--- src/source/armPkg.sv ---
package armPkg;

  // Basic data types
  typedef logic [31:0] wordT;
  typedef logic [3:0]  regIdxT;

  // Opcode held in the top nibble of every instruction
  typedef enum logic [3:0] {
    opAdd  = 4'd0,
    opSub  = 4'd1,
    opAnd  = 4'd2,
    opOrr  = 4'd3,
    opMov  = 4'd4,
    opLdr  = 4'd5,
    opStr  = 4'd6,
    opBeqz = 4'd7,
    opB    = 4'd8,
    opHalt = 4'd9
  } opT;

  // Instruction field positions
  localparam int opMsb     = 31;
  localparam int opLsb     = 28;
  localparam int rdMsb     = 27;
  localparam int rdLsb     = 24;
  localparam int rnMsb     = 23;
  localparam int rnLsb     = 20;
  localparam int rmMsb     = 19;
  localparam int rmLsb     = 16;
  localparam int immSelBit = 15;
  localparam int immMsb    = 11;
  localparam int immLsb    = 0;
  localparam int immWidth  = immMsb - immLsb + 1;

  typedef enum logic [2:0] {
    aluAdd  = 3'd0,
    aluSub  = 3'd1,
    aluAnd  = 3'd2,
    aluOrr  = 3'd3,
    aluPass = 3'd4
  } aluOpT;

  // Decoded control bundle carried down the pipe
  typedef struct packed {
    logic  regWrite;
    logic  memToReg;
    logic  memWrite;
    aluOpT aluOp;
    logic  useImm;
    logic  isBeqz;
    logic  isB;
    logic  isHalt;
    logic  readsRn;
    logic  readsSrc2;
  } ctrlT;

  // Operand source for execute
  typedef enum logic [1:0] {
    fwdNone = 2'b00,
    fwdW    = 2'b01,
    fwdM    = 2'b10
  } fwdT;

endpackage
--- src/source/hazardIf.sv ---
`timescale 1ns/1ps

interface hazardIf;

  // Source and destination compares, already valid-qualified
  logic match1EM;
  logic match1EW;
  logic match2EM;
  logic match2EW;
  logic match1DE;
  logic match2DE;

  // Stage status from the datapath
  logic regWriteM;
  logic regWriteW;
  logic memToRegE;
  logic branchTakenE;
  logic haltD;
  logic retireStall;

  // Pipeline control back to the datapath
  armPkg::fwdT forwardAE;
  armPkg::fwdT forwardBE;
  logic        stallF;
  logic        stallD;
  logic        stallE;
  logic        stallM;
  logic        stallW;
  logic        flushD;
  logic        flushE;

  modport dp (
    output match1EM, match1EW, match2EM, match2EW, match1DE, match2DE,
    output regWriteM, regWriteW, memToRegE, branchTakenE, haltD, retireStall,
    input  forwardAE, forwardBE, stallF, stallD, stallE, stallM, stallW, flushD, flushE
  );

  modport hz (
    input  match1EM, match1EW, match2EM, match2EW, match1DE, match2DE,
    input  regWriteM, regWriteW, memToRegE, branchTakenE, haltD, retireStall,
    output forwardAE, forwardBE, stallF, stallD, stallE, stallM, stallW, flushD, flushE
  );

endinterface

--- src/source/hazard.sv ---
`timescale 1ns/1ps

module hazard (
  input logic clk,
  input logic rstN,
  hazardIf.hz hz
);

  logic ldrStallD;

  // Operand forwarding, memory stage has priority over writeback
  always_comb begin
    if (hz.match1EM & hz.regWriteM) begin
      hz.forwardAE = armPkg::fwdM;
    end else if (hz.match1EW & hz.regWriteW) begin
      hz.forwardAE = armPkg::fwdW;
    end else begin
      hz.forwardAE = armPkg::fwdNone;
    end

    if (hz.match2EM & hz.regWriteM) begin
      hz.forwardBE = armPkg::fwdM;
    end else if (hz.match2EW & hz.regWriteW) begin
      hz.forwardBE = armPkg::fwdW;
    end else begin
      hz.forwardBE = armPkg::fwdNone;
    end
  end

  // Load result not ready until memory stage
  // Decode waits one cycle, execute gets a bubble
  assign ldrStallD = (hz.match1DE | hz.match2DE) & hz.memToRegE;

  // Fetch holds on load-use or halt in decode
  // A taken branch still redirects the PC
  assign hz.stallF = hz.retireStall | ((ldrStallD | hz.haltD) & ~hz.branchTakenE);
  assign hz.stallD = hz.retireStall | ldrStallD;

  // Back-pressure on retirement freezes the later stages
  assign hz.stallE = hz.retireStall;
  assign hz.stallM = hz.retireStall;
  assign hz.stallW = hz.retireStall;

  // Wrong-path kills after a taken branch
  // Halt in decode drops everything fetched behind it
  // No flush while frozen, so held stages keep their contents
  assign hz.flushD = (hz.branchTakenE | hz.haltD) & ~hz.retireStall;
  assign hz.flushE = (hz.branchTakenE | ldrStallD) & ~hz.retireStall;

endmodule

--- src/flat_wrapper.sv ---
// flat-port wrapper written by rule: the top's interface ports become plain ports
module hazard_flat 
  (clk, rstN, hz_match1EM, hz_match1EW, hz_match2EM, hz_match2EW, hz_match1DE, hz_match2DE, hz_regWriteM, hz_regWriteW, hz_memToRegE, hz_branchTakenE, hz_haltD, hz_retireStall, hz_forwardAE, hz_forwardBE, hz_stallF, hz_stallD, hz_stallE, hz_stallM, hz_stallW, hz_flushD, hz_flushE);
  hazardIf hz_i ();
  input logic clk;
  input logic rstN;
  input wire logic [$bits(hz_i.match1EM)-1:0] hz_match1EM;
  input wire logic [$bits(hz_i.match1EW)-1:0] hz_match1EW;
  input wire logic [$bits(hz_i.match2EM)-1:0] hz_match2EM;
  input wire logic [$bits(hz_i.match2EW)-1:0] hz_match2EW;
  input wire logic [$bits(hz_i.match1DE)-1:0] hz_match1DE;
  input wire logic [$bits(hz_i.match2DE)-1:0] hz_match2DE;
  input wire logic [$bits(hz_i.regWriteM)-1:0] hz_regWriteM;
  input wire logic [$bits(hz_i.regWriteW)-1:0] hz_regWriteW;
  input wire logic [$bits(hz_i.memToRegE)-1:0] hz_memToRegE;
  input wire logic [$bits(hz_i.branchTakenE)-1:0] hz_branchTakenE;
  input wire logic [$bits(hz_i.haltD)-1:0] hz_haltD;
  input wire logic [$bits(hz_i.retireStall)-1:0] hz_retireStall;
  output wire logic [$bits(hz_i.forwardAE)-1:0] hz_forwardAE;
  output wire logic [$bits(hz_i.forwardBE)-1:0] hz_forwardBE;
  output wire logic [$bits(hz_i.stallF)-1:0] hz_stallF;
  output wire logic [$bits(hz_i.stallD)-1:0] hz_stallD;
  output wire logic [$bits(hz_i.stallE)-1:0] hz_stallE;
  output wire logic [$bits(hz_i.stallM)-1:0] hz_stallM;
  output wire logic [$bits(hz_i.stallW)-1:0] hz_stallW;
  output wire logic [$bits(hz_i.flushD)-1:0] hz_flushD;
  output wire logic [$bits(hz_i.flushE)-1:0] hz_flushE;
  assign hz_i.match1EM = hz_match1EM;
  assign hz_i.match1EW = hz_match1EW;
  assign hz_i.match2EM = hz_match2EM;
  assign hz_i.match2EW = hz_match2EW;
  assign hz_i.match1DE = hz_match1DE;
  assign hz_i.match2DE = hz_match2DE;
  assign hz_i.regWriteM = hz_regWriteM;
  assign hz_i.regWriteW = hz_regWriteW;
  assign hz_i.memToRegE = hz_memToRegE;
  assign hz_i.branchTakenE = hz_branchTakenE;
  assign hz_i.haltD = hz_haltD;
  assign hz_i.retireStall = hz_retireStall;
  assign hz_forwardAE = hz_i.forwardAE;
  assign hz_forwardBE = hz_i.forwardBE;
  assign hz_stallF = hz_i.stallF;
  assign hz_stallD = hz_i.stallD;
  assign hz_stallE = hz_i.stallE;
  assign hz_stallM = hz_i.stallM;
  assign hz_stallW = hz_i.stallW;
  assign hz_flushD = hz_i.flushD;
  assign hz_flushE = hz_i.flushE;
  hazard u_core (.clk(clk), .rstN(rstN), .hz(hz_i));
endmodule
--- config.mk ---
export PLATFORM = sky130hd
export DESIGN_NAME = hazard_flat
export DESIGN_NICKNAME = d
export VERILOG_FILES = /design/src/source/armPkg.sv /design/src/source/hazardIf.sv /design/src/source/hazard.sv /design/src/flat_wrapper.sv
export SDC_FILE = /design/constraint.sdc
export NUM_CORES = 1
export LEC_CHECK = 0
export BUFFER_PORTS_ARGS = -buffer_cell sky130_fd_sc_hd__buf_2
export CAP_MARGIN = 0
export CORE_AREA = 3 3 40 42
export DETAILED_ROUTE_END_ITERATION = 7
export DIE_AREA = 0 0 43 45
export GPL_ROUTABILITY_DRIVEN = 0
export GPL_TIMING_DRIVEN = 0
export REMOVE_ABC_BUFFERS = 1
export SLEW_MARGIN = 0
export SYNTH_ARGS = -nofsm -noshare
export SYNTH_HDL_FRONTEND = slang
export SYNTH_SLANG_ARGS = --single-unit
--- constraint.sdc ---
create_clock -name vclk -period 1.1
set_clock_uncertainty 0.05 [all_clocks]
set_input_delay 0.22 -clock vclk [all_inputs]
set_output_delay 0.22 -clock vclk [all_outputs]
set_load 0.02 [all_outputs]
# Word-level counts from Yosys, hierarchy flattened
# Cells that the tools add are included.
# word_totals
elab_cells	20
input_bits	14
latch_bits	0
memories	0
ff_bits	0
ramBits	0
mem_bits_ro	0
output_inout_bits	11
# classes
div_mod_pow	0
shift	0
n_lt_le_gt_ge	0
n_mul	0
n_eq_ne	0
bitwise_logic	16
muxes	4
reduce_logical	0
addsub	0
# ops
cell	n
$and 1x1->1	8
$or 1x1->1	6
$mux 2	2
$mux 1	2
$not 1->1	2

# Longest topological paths before layout
# Gate-level depths: netlist of run 1.
# logic_depth
word_depth	5
ltp_mapped	2
mapped_depth_nobuf	2

# Worst setup path before layout of run 1
# OpenSTA, ideal clock, no wires.
# synth_path
kind	input to output
start	input hz_match1EM
end	output hz_forwardAE[0]
stages	2
t_arrival_ns	0.763
setup_slack_ns	0.067
path_cell_list	and2_1 -> nor2_1
# synth_between
elab_chain_len	2
# synth_rtl
element	line_no	source
start, declared	flat_wrapper.sv:7	input wire logic [$bits(hz_i.match1EM)-1:0] hz_match1EM;
$and 1x1->1	hazard.sv:13	if (hz.match1EM & hz.regWriteM) begin
$mux 2	hazard.sv:13	
end, declared	flat_wrapper.sv:19	output wire logic [$bits(hz_i.forwardAE)-1:0] hz_forwardAE;
# Every way passes these cells.

# Final worst setup path of run 1
# layout_path
start	input hz_branchTakenE
end	output hz_stallF
# layout_between
elab_chain_len	3
# layout_rtl
element	line_no	source
start, declared	flat_wrapper.sv:16	input wire logic [$bits(hz_i.branchTakenE)-1:0] hz_branchTakenE;
$not 1->1	hazard.sv:36	assign hz.stallF = hz.retireStall | ((ldrStallD | hz.haltD) & ~hz.branchTakenE);
$and 1x1->1	hazard.sv:36	
$or 1x1->1	hazard.sv:36	
end, declared	flat_wrapper.sv:21	output wire logic [$bits(hz_i.stallF)-1:0] hz_stallF;
# Every way passes these cells.

==> results.json, run 1 <==
{
  "area_growth_pct": 122,
  "cp_max_fo": 3,
  "worst_slew_pin_slew_ns": 0.160,
  "antenna_left": 0,
  "design_area_um2": 219,
  "final_util_pct": 17.0,
  "fin_crit_ns": 1.05,
  "synth_common_cells": "3 x buf_4, 3 x inv_1, 3 x nand2_1, 3 x nor2_1",
  "multi_input_area_um2": 71.3,
  "required_ns": 0.83,
  "cpMaxStageDelayCell": "buf_4",
  "start_util_pct": 7.69,
  "power_mw": 0.102,
  "setup_tns_ns": 0,
  "status": "completed",
  "grt_usage_pct": 3.40,
  "rsz0062_at_grt": "false",
  "rows": 13,
  "fill_cells": 153,
  "slowest_delay_ns": 0.17,
  "drt_first_pass_iters": 1,
  "nClkBuffers": 0,
  "drtIter0Drc": 0,
  "drive_gt1_share_pct": 61.5,
  "crit_chain": "buf_2 > nand2b_1 > o221ai_2 > buf_4",
  "placed_cells": 54,
  "hp-class": "input pin to output port",
  "post-route-drc-count": 0,
  "routed-via-count": 176,
  "max_freq_mhz": 955,
  "cts_hold_buf": 0,
  "drv_cap": 0,
  "yosysWarnings": 0,
  "final_cells": 54,
  "synth_xor_area_share_pct": 0,
  "core_area_um2": 1280,
  "path_delay_family": "buffers and inverters",
  "synth.avg_cell_area_um2": 5.20,
  "fin_crit_sh_pct": 95.2,
  "arrival_ns": 0.78,
  "register_area_um2": 0,
  "cellLeakagePower_nw": 0.139,
  "wirelength_um": 401,
  "startpoint_type": "input pin",
  "hold_violations": 0,
  "io_pins": 25,
  "netlist.area_leader.share_pct": 22.8,
  "synthAdderAreaFrac_pct": 0,
  "die_w_um": 43,
  "power_density_nw_per_um2": 464,
  "synthDistinctLibCells": 9,
  "synthesis.instances": 19,
  "setup_viol": 0,
  "synth_area_um2": 98.8,
  "vias_per_cell": 3.26,
  "synth_top_family_by_area": "simple AND/OR/NAND/NOR gates",
  "worst_setup_path_end_kind": "output port",
  "die_h_um": 45,
  "path_buf_inv": 2,
  "synthTopCellsByArea": "buf_4 23%, and2_1 13%, inv_1 11%",
  "grt_pass1_wl_um": 565,
  "vdd_ir_drop_max_v": 0.0000801,
  "max_slew_margin_pct": 89.3,
  "design.die.area_um2": 1940,
  "num_antenna_cells": 0,
  "yosys.area.top_type": "buf_4",
  "nFlopsAndLatches": 0,
  "grt_max_degree": 7,
  "io_buffers": 23,
  "yosys.area_share.simple_pct": 41.8,
  "antenna_found_initial": 0,
  "nNetsFinal": 55,
  "synthMuxAreaShare_pct": 0,
  "grt_pass1_vias": 148,
  "ys_seq_area_share_pct": 0,
  "drv_slew": 0,
  "worstSetupPathType": "input pin to output port",
  "placed_area_um2": 210,
  "grt-ovfl-total": 0,
  "synth_compound_area_share_pct": 24.1,
  "wire_per_inst_um": 7.43
}
[worst paths after layout]
kind / to / cells after the start / slack (ns) / start
max: hz_stallF / 4 / 0.05 / hz_branchTakenE
min: hz_stallW / 2 / 0.67 / hz_retireStall
[through the flow]
step	hold WS (ns)	worst slack (ns)
floorplan	0.390	0.0666
global placement	0.674	0.0218
detailed placement	0.677	0.0139
CTS	0.676	0.0139
global route	0.684	0.0108
finish	0.673	0.0531
[layout make-up]
cell class                      instances  area share [%]
Multi-Input combinational cell         13            32.6
Tap cell                               15            8.57
Inverter                                3            5.14
Timing Repair Buffer                   23            53.7
[cells in the final DEF (no fill, tap or decap), drive strengths merged]
master  instances
a21oi           2
inv             3
nor2            3
nand2           3
o21ai           1
and2            2
buf            23
nand2b          1
o221ai          1
[power breakdown]
part | internal, mW | switching, mW | total, mW | leakage (nW)
sequential | 0 | 0 | 0 | 0
combinational | 0.0420 | 0.0596 | 0.102 | 0.139
clock | 0 | 0 | 0 | 0
[kinds of logic (layout without fill, tap and decap cells)]
group / Yosys count / after routing
AOI/OAI and AO/OA: 4 / 4
buffers and inverters: 6 / 26
and+or+nand+nor: 9 / 9
[per-layer routing]
layer / up-vias / part of all wire, % / track usage (%)
li1: 98 / - / -
met1: 71 / 35 / 4.05
met2: 7 / 56 / 7.19
met3: 0 / 8.0 / 0
met4: 0 / 0 / 0
met5: - / 0 / 0
[repair_timing]
action	4_1_cts	5_1_grt
buffers inserted	0	0
setup endpoints to repair	0	3
endpoints found under the hold margin	0	0
gates resized for setup	0	3
No activity file was read; power rests on OpenSTA's default activity.
==> run 2, diff against run 1 <==
- ABC_AREA: unset -> 1
==> results.json, run 2 <==
{
  "grt_pass1_vias": 158,
  "antenna_left": 0,
  "pwr-share-clk_pct": 0,
  "wirelength_um": 393,
  "power_density_nw_per_um2": 464,
  "wire_per_inst_um": 7.02,
  "worst_slew_pin_slew_ns": 0.125,
  "final_cell_mix": "21 x buf_2, 8 x nand2_1, 4 x inv_1",
  "rsz0062_at_grt": "false",
  "hp-class": "input pin to output port",
  "rows": 13,
  "drive_gt1_share_pct": 61.0,
  "drv_cap": 0,
  "setup_tns_ns": 0,
  "cp-startpoint": "hz_match2DE",
  "routed-via-count": 185,
  "worst_setup_path_end_kind": "output port",
  "synth.avg_cell_area_um2": 4.65,
  "drv_slew": 0,
  "area_growth_pct": 135,
  "fin_crit_ns": 1.04,
  "design_area_um2": 229,
  "hold_violations": 0,
  "nNetsFinal": 57,
  "placed_cells": 56,
  "die_w_um": 43,
  "max_freq_mhz": 958,
  "nClkBuffers": 0,
  "arrival_ns": 0.77,
  "power_frac_comb_pct": 100.0,
  "layout_commonest_cell": "buf_2",
  "synthesis.instances": 21,
  "status": "completed",
  "ys_seq_area_share_pct": 0,
  "core_area_um2": 1280,
  "design.die.area_um2": 1940,
  "worstSetupPathType": "input pin to output port",
  "fin_crit_sh_pct": 94.9,
  "placed_area_um2": 209,
  "startpoint_type": "input pin",
  "swShare_pct": 57.5,
  "synthTopCellsByArea": "nand2_1 31%, buf_4 23%, inv_1 15%",
  "cellLeakagePower_nw": 0.159,
  "start_util_pct": 7.59,
  "vdd_ir_drop_max_v": 0.0000698,
  "endpoint": "hz_stallF",
  "grt_max_degree": 7,
  "hold_depth": 2,
  "final_cells": 56,
  "dpl_worst_slack_ns": 0.0321,
  "netlist.area_leader.share_pct": 30.8,
  "register_area_um2": 0,
  "nFlopsAndLatches": 0,
  "grt_pass1_wl_um": 538,
  "synth.most_common_cell": "nand2_1",
  "io_pins": 25,
  "synth_area_um2": 97.6,
  "synth_common_cells": "8 x nand2_1, 4 x inv_1, 3 x buf_4",
  "cp_max_fo": 3,
  "die_h_um": 45,
  "synthDistinctLibCells": 7,
  "max_slew_margin_pct": 91.7,
  "num_antenna_cells": 0,
  "yosys.area.top_type": "nand2_1",
  "p_switching_mw": 0.0611,
  "yosysWarnings": 0,
  "io_buffers": 23,
  "grt-ovfl-total": 0,
  "drtIter0Drc": 0,
  "power_mw": 0.106,
  "required_ns": 0.83,
  "antenna_found_initial": 0,
  "post-route-drc-count": 0,
  "intPower_mw": 0.0451,
  "p_seq_share_pct": 0,
  "grt_usage_pct": 3.32,
  "fin_ws_ns": 0.0561,
  "cts_hold_buf": 0,
  "vias_per_cell": 3.30,
  "drt_first_pass_iters": 1,
  "setup_viol": 0
}
==> run 2: timing repair <==
item | in CTS | in global routing
endpoints found under the setup margin | 0 | 1
endpoints found under the hold margin | 0 | 0
setup buffers | 0 | 0
gates resized for setup | 0 | 4
==> run 2: stage by stage <==
step           utilization (%)  hold WS [ns]
2_1_floorplan                -         0.390
3_3_place_gp              16.3         0.674
3_5_place_dp              16.3         0.678
4_1_cts                   16.3         0.677
5_1_grt                   17.8         0.693
6_report                  17.8         0.674
==> run 2: cell families after synthesis <==
group,after synthesis,synth area share [%]
AOI/OAI and AO/OA,3,19.2
buffers and inverters,8,42.3
and+or+nand+nor,10,38.5
==> run 2: worst min-delay path by stage <==
stage / from / to / slack [ns]
after global routing: hz_retireStall / hz_stallW / 0.69
after detailed placement: hz_retireStall / hz_stallM / 0.68
after floorplan: hz_retireStall / hz_stallE / 0.39
final: hz_retireStall / hz_stallW / 0.67
after CTS: hz_retireStall / hz_stallM / 0.68
after global placement: hz_retireStall / hz_stallW / 0.67
==> run 2: critical path: stages <==
cell and delay (ns):
buf_2 0.11, o21ai_4 0.13, nand2_1 0.06, nand2_1 0.06, nand2_1 0.06, buf_6 0.13
==> run 2: routing by layer <==
layer / GRT usage (%) / up-vias / wire (µm)
met4: 0 / 0 / 0
li1: - / 98 / -
met5: 0 / - / 0
met3: 0.398 / 0 / 34
met1: 3.33 / 81 / 128
met2: 7.49 / 6 / 231
==> run 2: final cells by class <==
class,count,area (µm²)
Fill cell,165,1060
Inverter,5,18.8
Multi-Input combinational cell,13,63.8
Tap cell,15,18.8
Timing Repair Buffer,23,128
==> run 2: power by group through the flow <==
stage	registers (mW)	logic [mW]	clock network, mW
after global routing	0	0.117	0
after CTS	0	0.0994	0
after detailed placement	0	0.0992	0
after floorplan	0	0.0429	0
after global placement	0	0.0982	0
final	0	0.106	0
==> run 3, diff against run 2 <==
- CELL_PAD_IN_SITES_DETAIL_PLACEMENT: unset -> 1
- CELL_PAD_IN_SITES_GLOBAL_PLACEMENT: unset -> 1
- PLACE_DENSITY_LB_ADDON: unset -> 0.1
- REMOVE_ABC_BUFFERS: 1 -> unset
==> results.json, run 3 (same netlist as run 2, synthesis figures left out) <==
{
  "max_freq_mhz": 960,
  "grt_usage_pct": 3.65,
  "drive_gt1_share_pct": 63.6,
  "startpoint_type": "input pin",
  "cellLeakagePower_nw": 0.174,
  "intPower_mw": 0.0516,
  "final_util_pct": 19.6,
  "core_area_um2": 1280,
  "nFlopsAndLatches": 0,
  "worstSetupPathType": "input pin to output port",
  "status": "completed",
  "area_growth_pct": 158,
  "power_density_nw_per_um2": 460,
  "post-route-drc-count": 0,
  "power_mw": 0.116,
  "die_w_um": 43,
  "path_common_cell": "nand2_1",
  "swShare_pct": 55.4,
  "grt_max_degree": 7,
  "die_h_um": 45,
  "rows": 13,
  "design.die.area_um2": 1940,
  "grt-ovfl-total": 0,
  "setup_viol": 0,
  "drtIter0Drc": 3,
  "power_frac_comb_pct": 100.0,
  "num_antenna_cells": 0,
  "path_delay_family": "buffers and inverters",
  "cts_setup_buffers": 0,
  "io_buffers": 23,
  "vias_per_cell": 3.36,
  "cpMaxStageDelayCell": "o21ai_4",
  "drv_cap": 0,
  "crit_chain": "buf_2 > o21ai_4 > nand2_1 > nand2_1 > nand2_1 > buf_6",
  "vdd_ir_drop_max_v": 0.000103,
  "hpwl_um": 439,
  "p_seq_share_pct": 0,
  "rsz0062_at_grt": "false",
  "hp-class": "input pin to output port",
  "layout_commonest_cell": "buf_2",
  "hold_violations": 0,
  "p_switching_mw": 0.0642,
  "fin_crit_ns": 1.04,
  "syn_nets": 35,
  "io_pins": 25,
  "fin_ws_ns": 0.0581,
  "required_ns": 0.83,
  "arrival_ns": 0.77,
  "grt_pass1_wl_um": 586,
  "wirelength_um": 473,
  "routed-via-count": 198,
  "wire_per_inst_um": 8.02,
  "start_util_pct": 7.59,
  "antenna_left": 0,
  "dpl_worst_slack_ns": 0.0142,
  "fill_cells": 170,
  "nClkBuffers": 0,
  "grt_pass1_vias": 167,
  "cts_hold_buf": 0,
  "setup_tns_ns": 0,
  "register_area_um2": 0,
  "path_buf_inv": 2,
  "pwr-share-clk_pct": 0,
  "cp_max_fo": 3,
  "slowest_delay_ns": 0.13,
  "final_cell_mix": "21 x buf_2, 8 x nand2_1, 4 x inv_1, 3 x buf_4",
  "worst_setup_path_end_kind": "output port",
  "worst_slew_pin_slew_ns": 0.124,
  "antenna_found_initial": 0,
  "nNetsFinal": 60,
  "fin_crit_sh_pct": 94.7,
  "ctsResizeCount": 0,
  "drv_slew": 0,
  "drt_first_pass_iters": 2,
  "max_slew_margin_pct": 91.7
}
[run 3: cell count changes in the layout (fill, tap and decap cells not counted), sizes merged]
| cell | delta |
|---|---|
| buf | +3 |
[run 3: worst min-delay path, delay by kind of cell]
family,cells,cell delay (ns)
buffers and inverters,2,0.25
AND/OR/NAND/NOR,2,0.08
[run 3: path summary, 6_finish.rpt]
path	endpoint	slack, ns	cells past startpoint	from
worst min-delay path	hz_forwardBE[0]	0.72	4	hz_match2EW
worst max-delay path	hz_stallF	0.06	6	hz_match2DE
[run 3: final cells by class]
class	instances	area [µm²]	area share [%]
multi-input combinational	13	63.8	25.4
tap	15	18.8	7.46
timing repair buffer	23	128	50.7
inverter	5	18.8	7.46
buffer	3	22.5	8.96
[run 3: power by group through the flow]
stage | Sequential (mW) | Combinational, mW | Clock (mW)
after floorplan | 0 | 0.0588 | 0
after global placement | 0 | 0.107 | 0
after detailed placement | 0 | 0.108 | 0
after CTS | 0 | 0.109 | 0
after global routing | 0 | 0.126 | 0
final | 0 | 0.116 | 0
[run 3: through the flow]
stage                     hold slack, ns  std cells  cell area (µm²)
after CTS                          0.721         59              231
after floorplan                    0.467         21             97.6
after detailed placement           0.721         59              231
after global routing               0.729         59              251
final                              0.717         59              251
after global placement             0.709         59              231
[run 3: routing by layer]
layer	vias to the layer above	share of wire [%]	GRT usage (%)
met5	-	0	0
met4	0	0	0
met3	0	7.8	0.398
met2	11	59	8.98
met1	83	33	3.10
li1	104	-	-
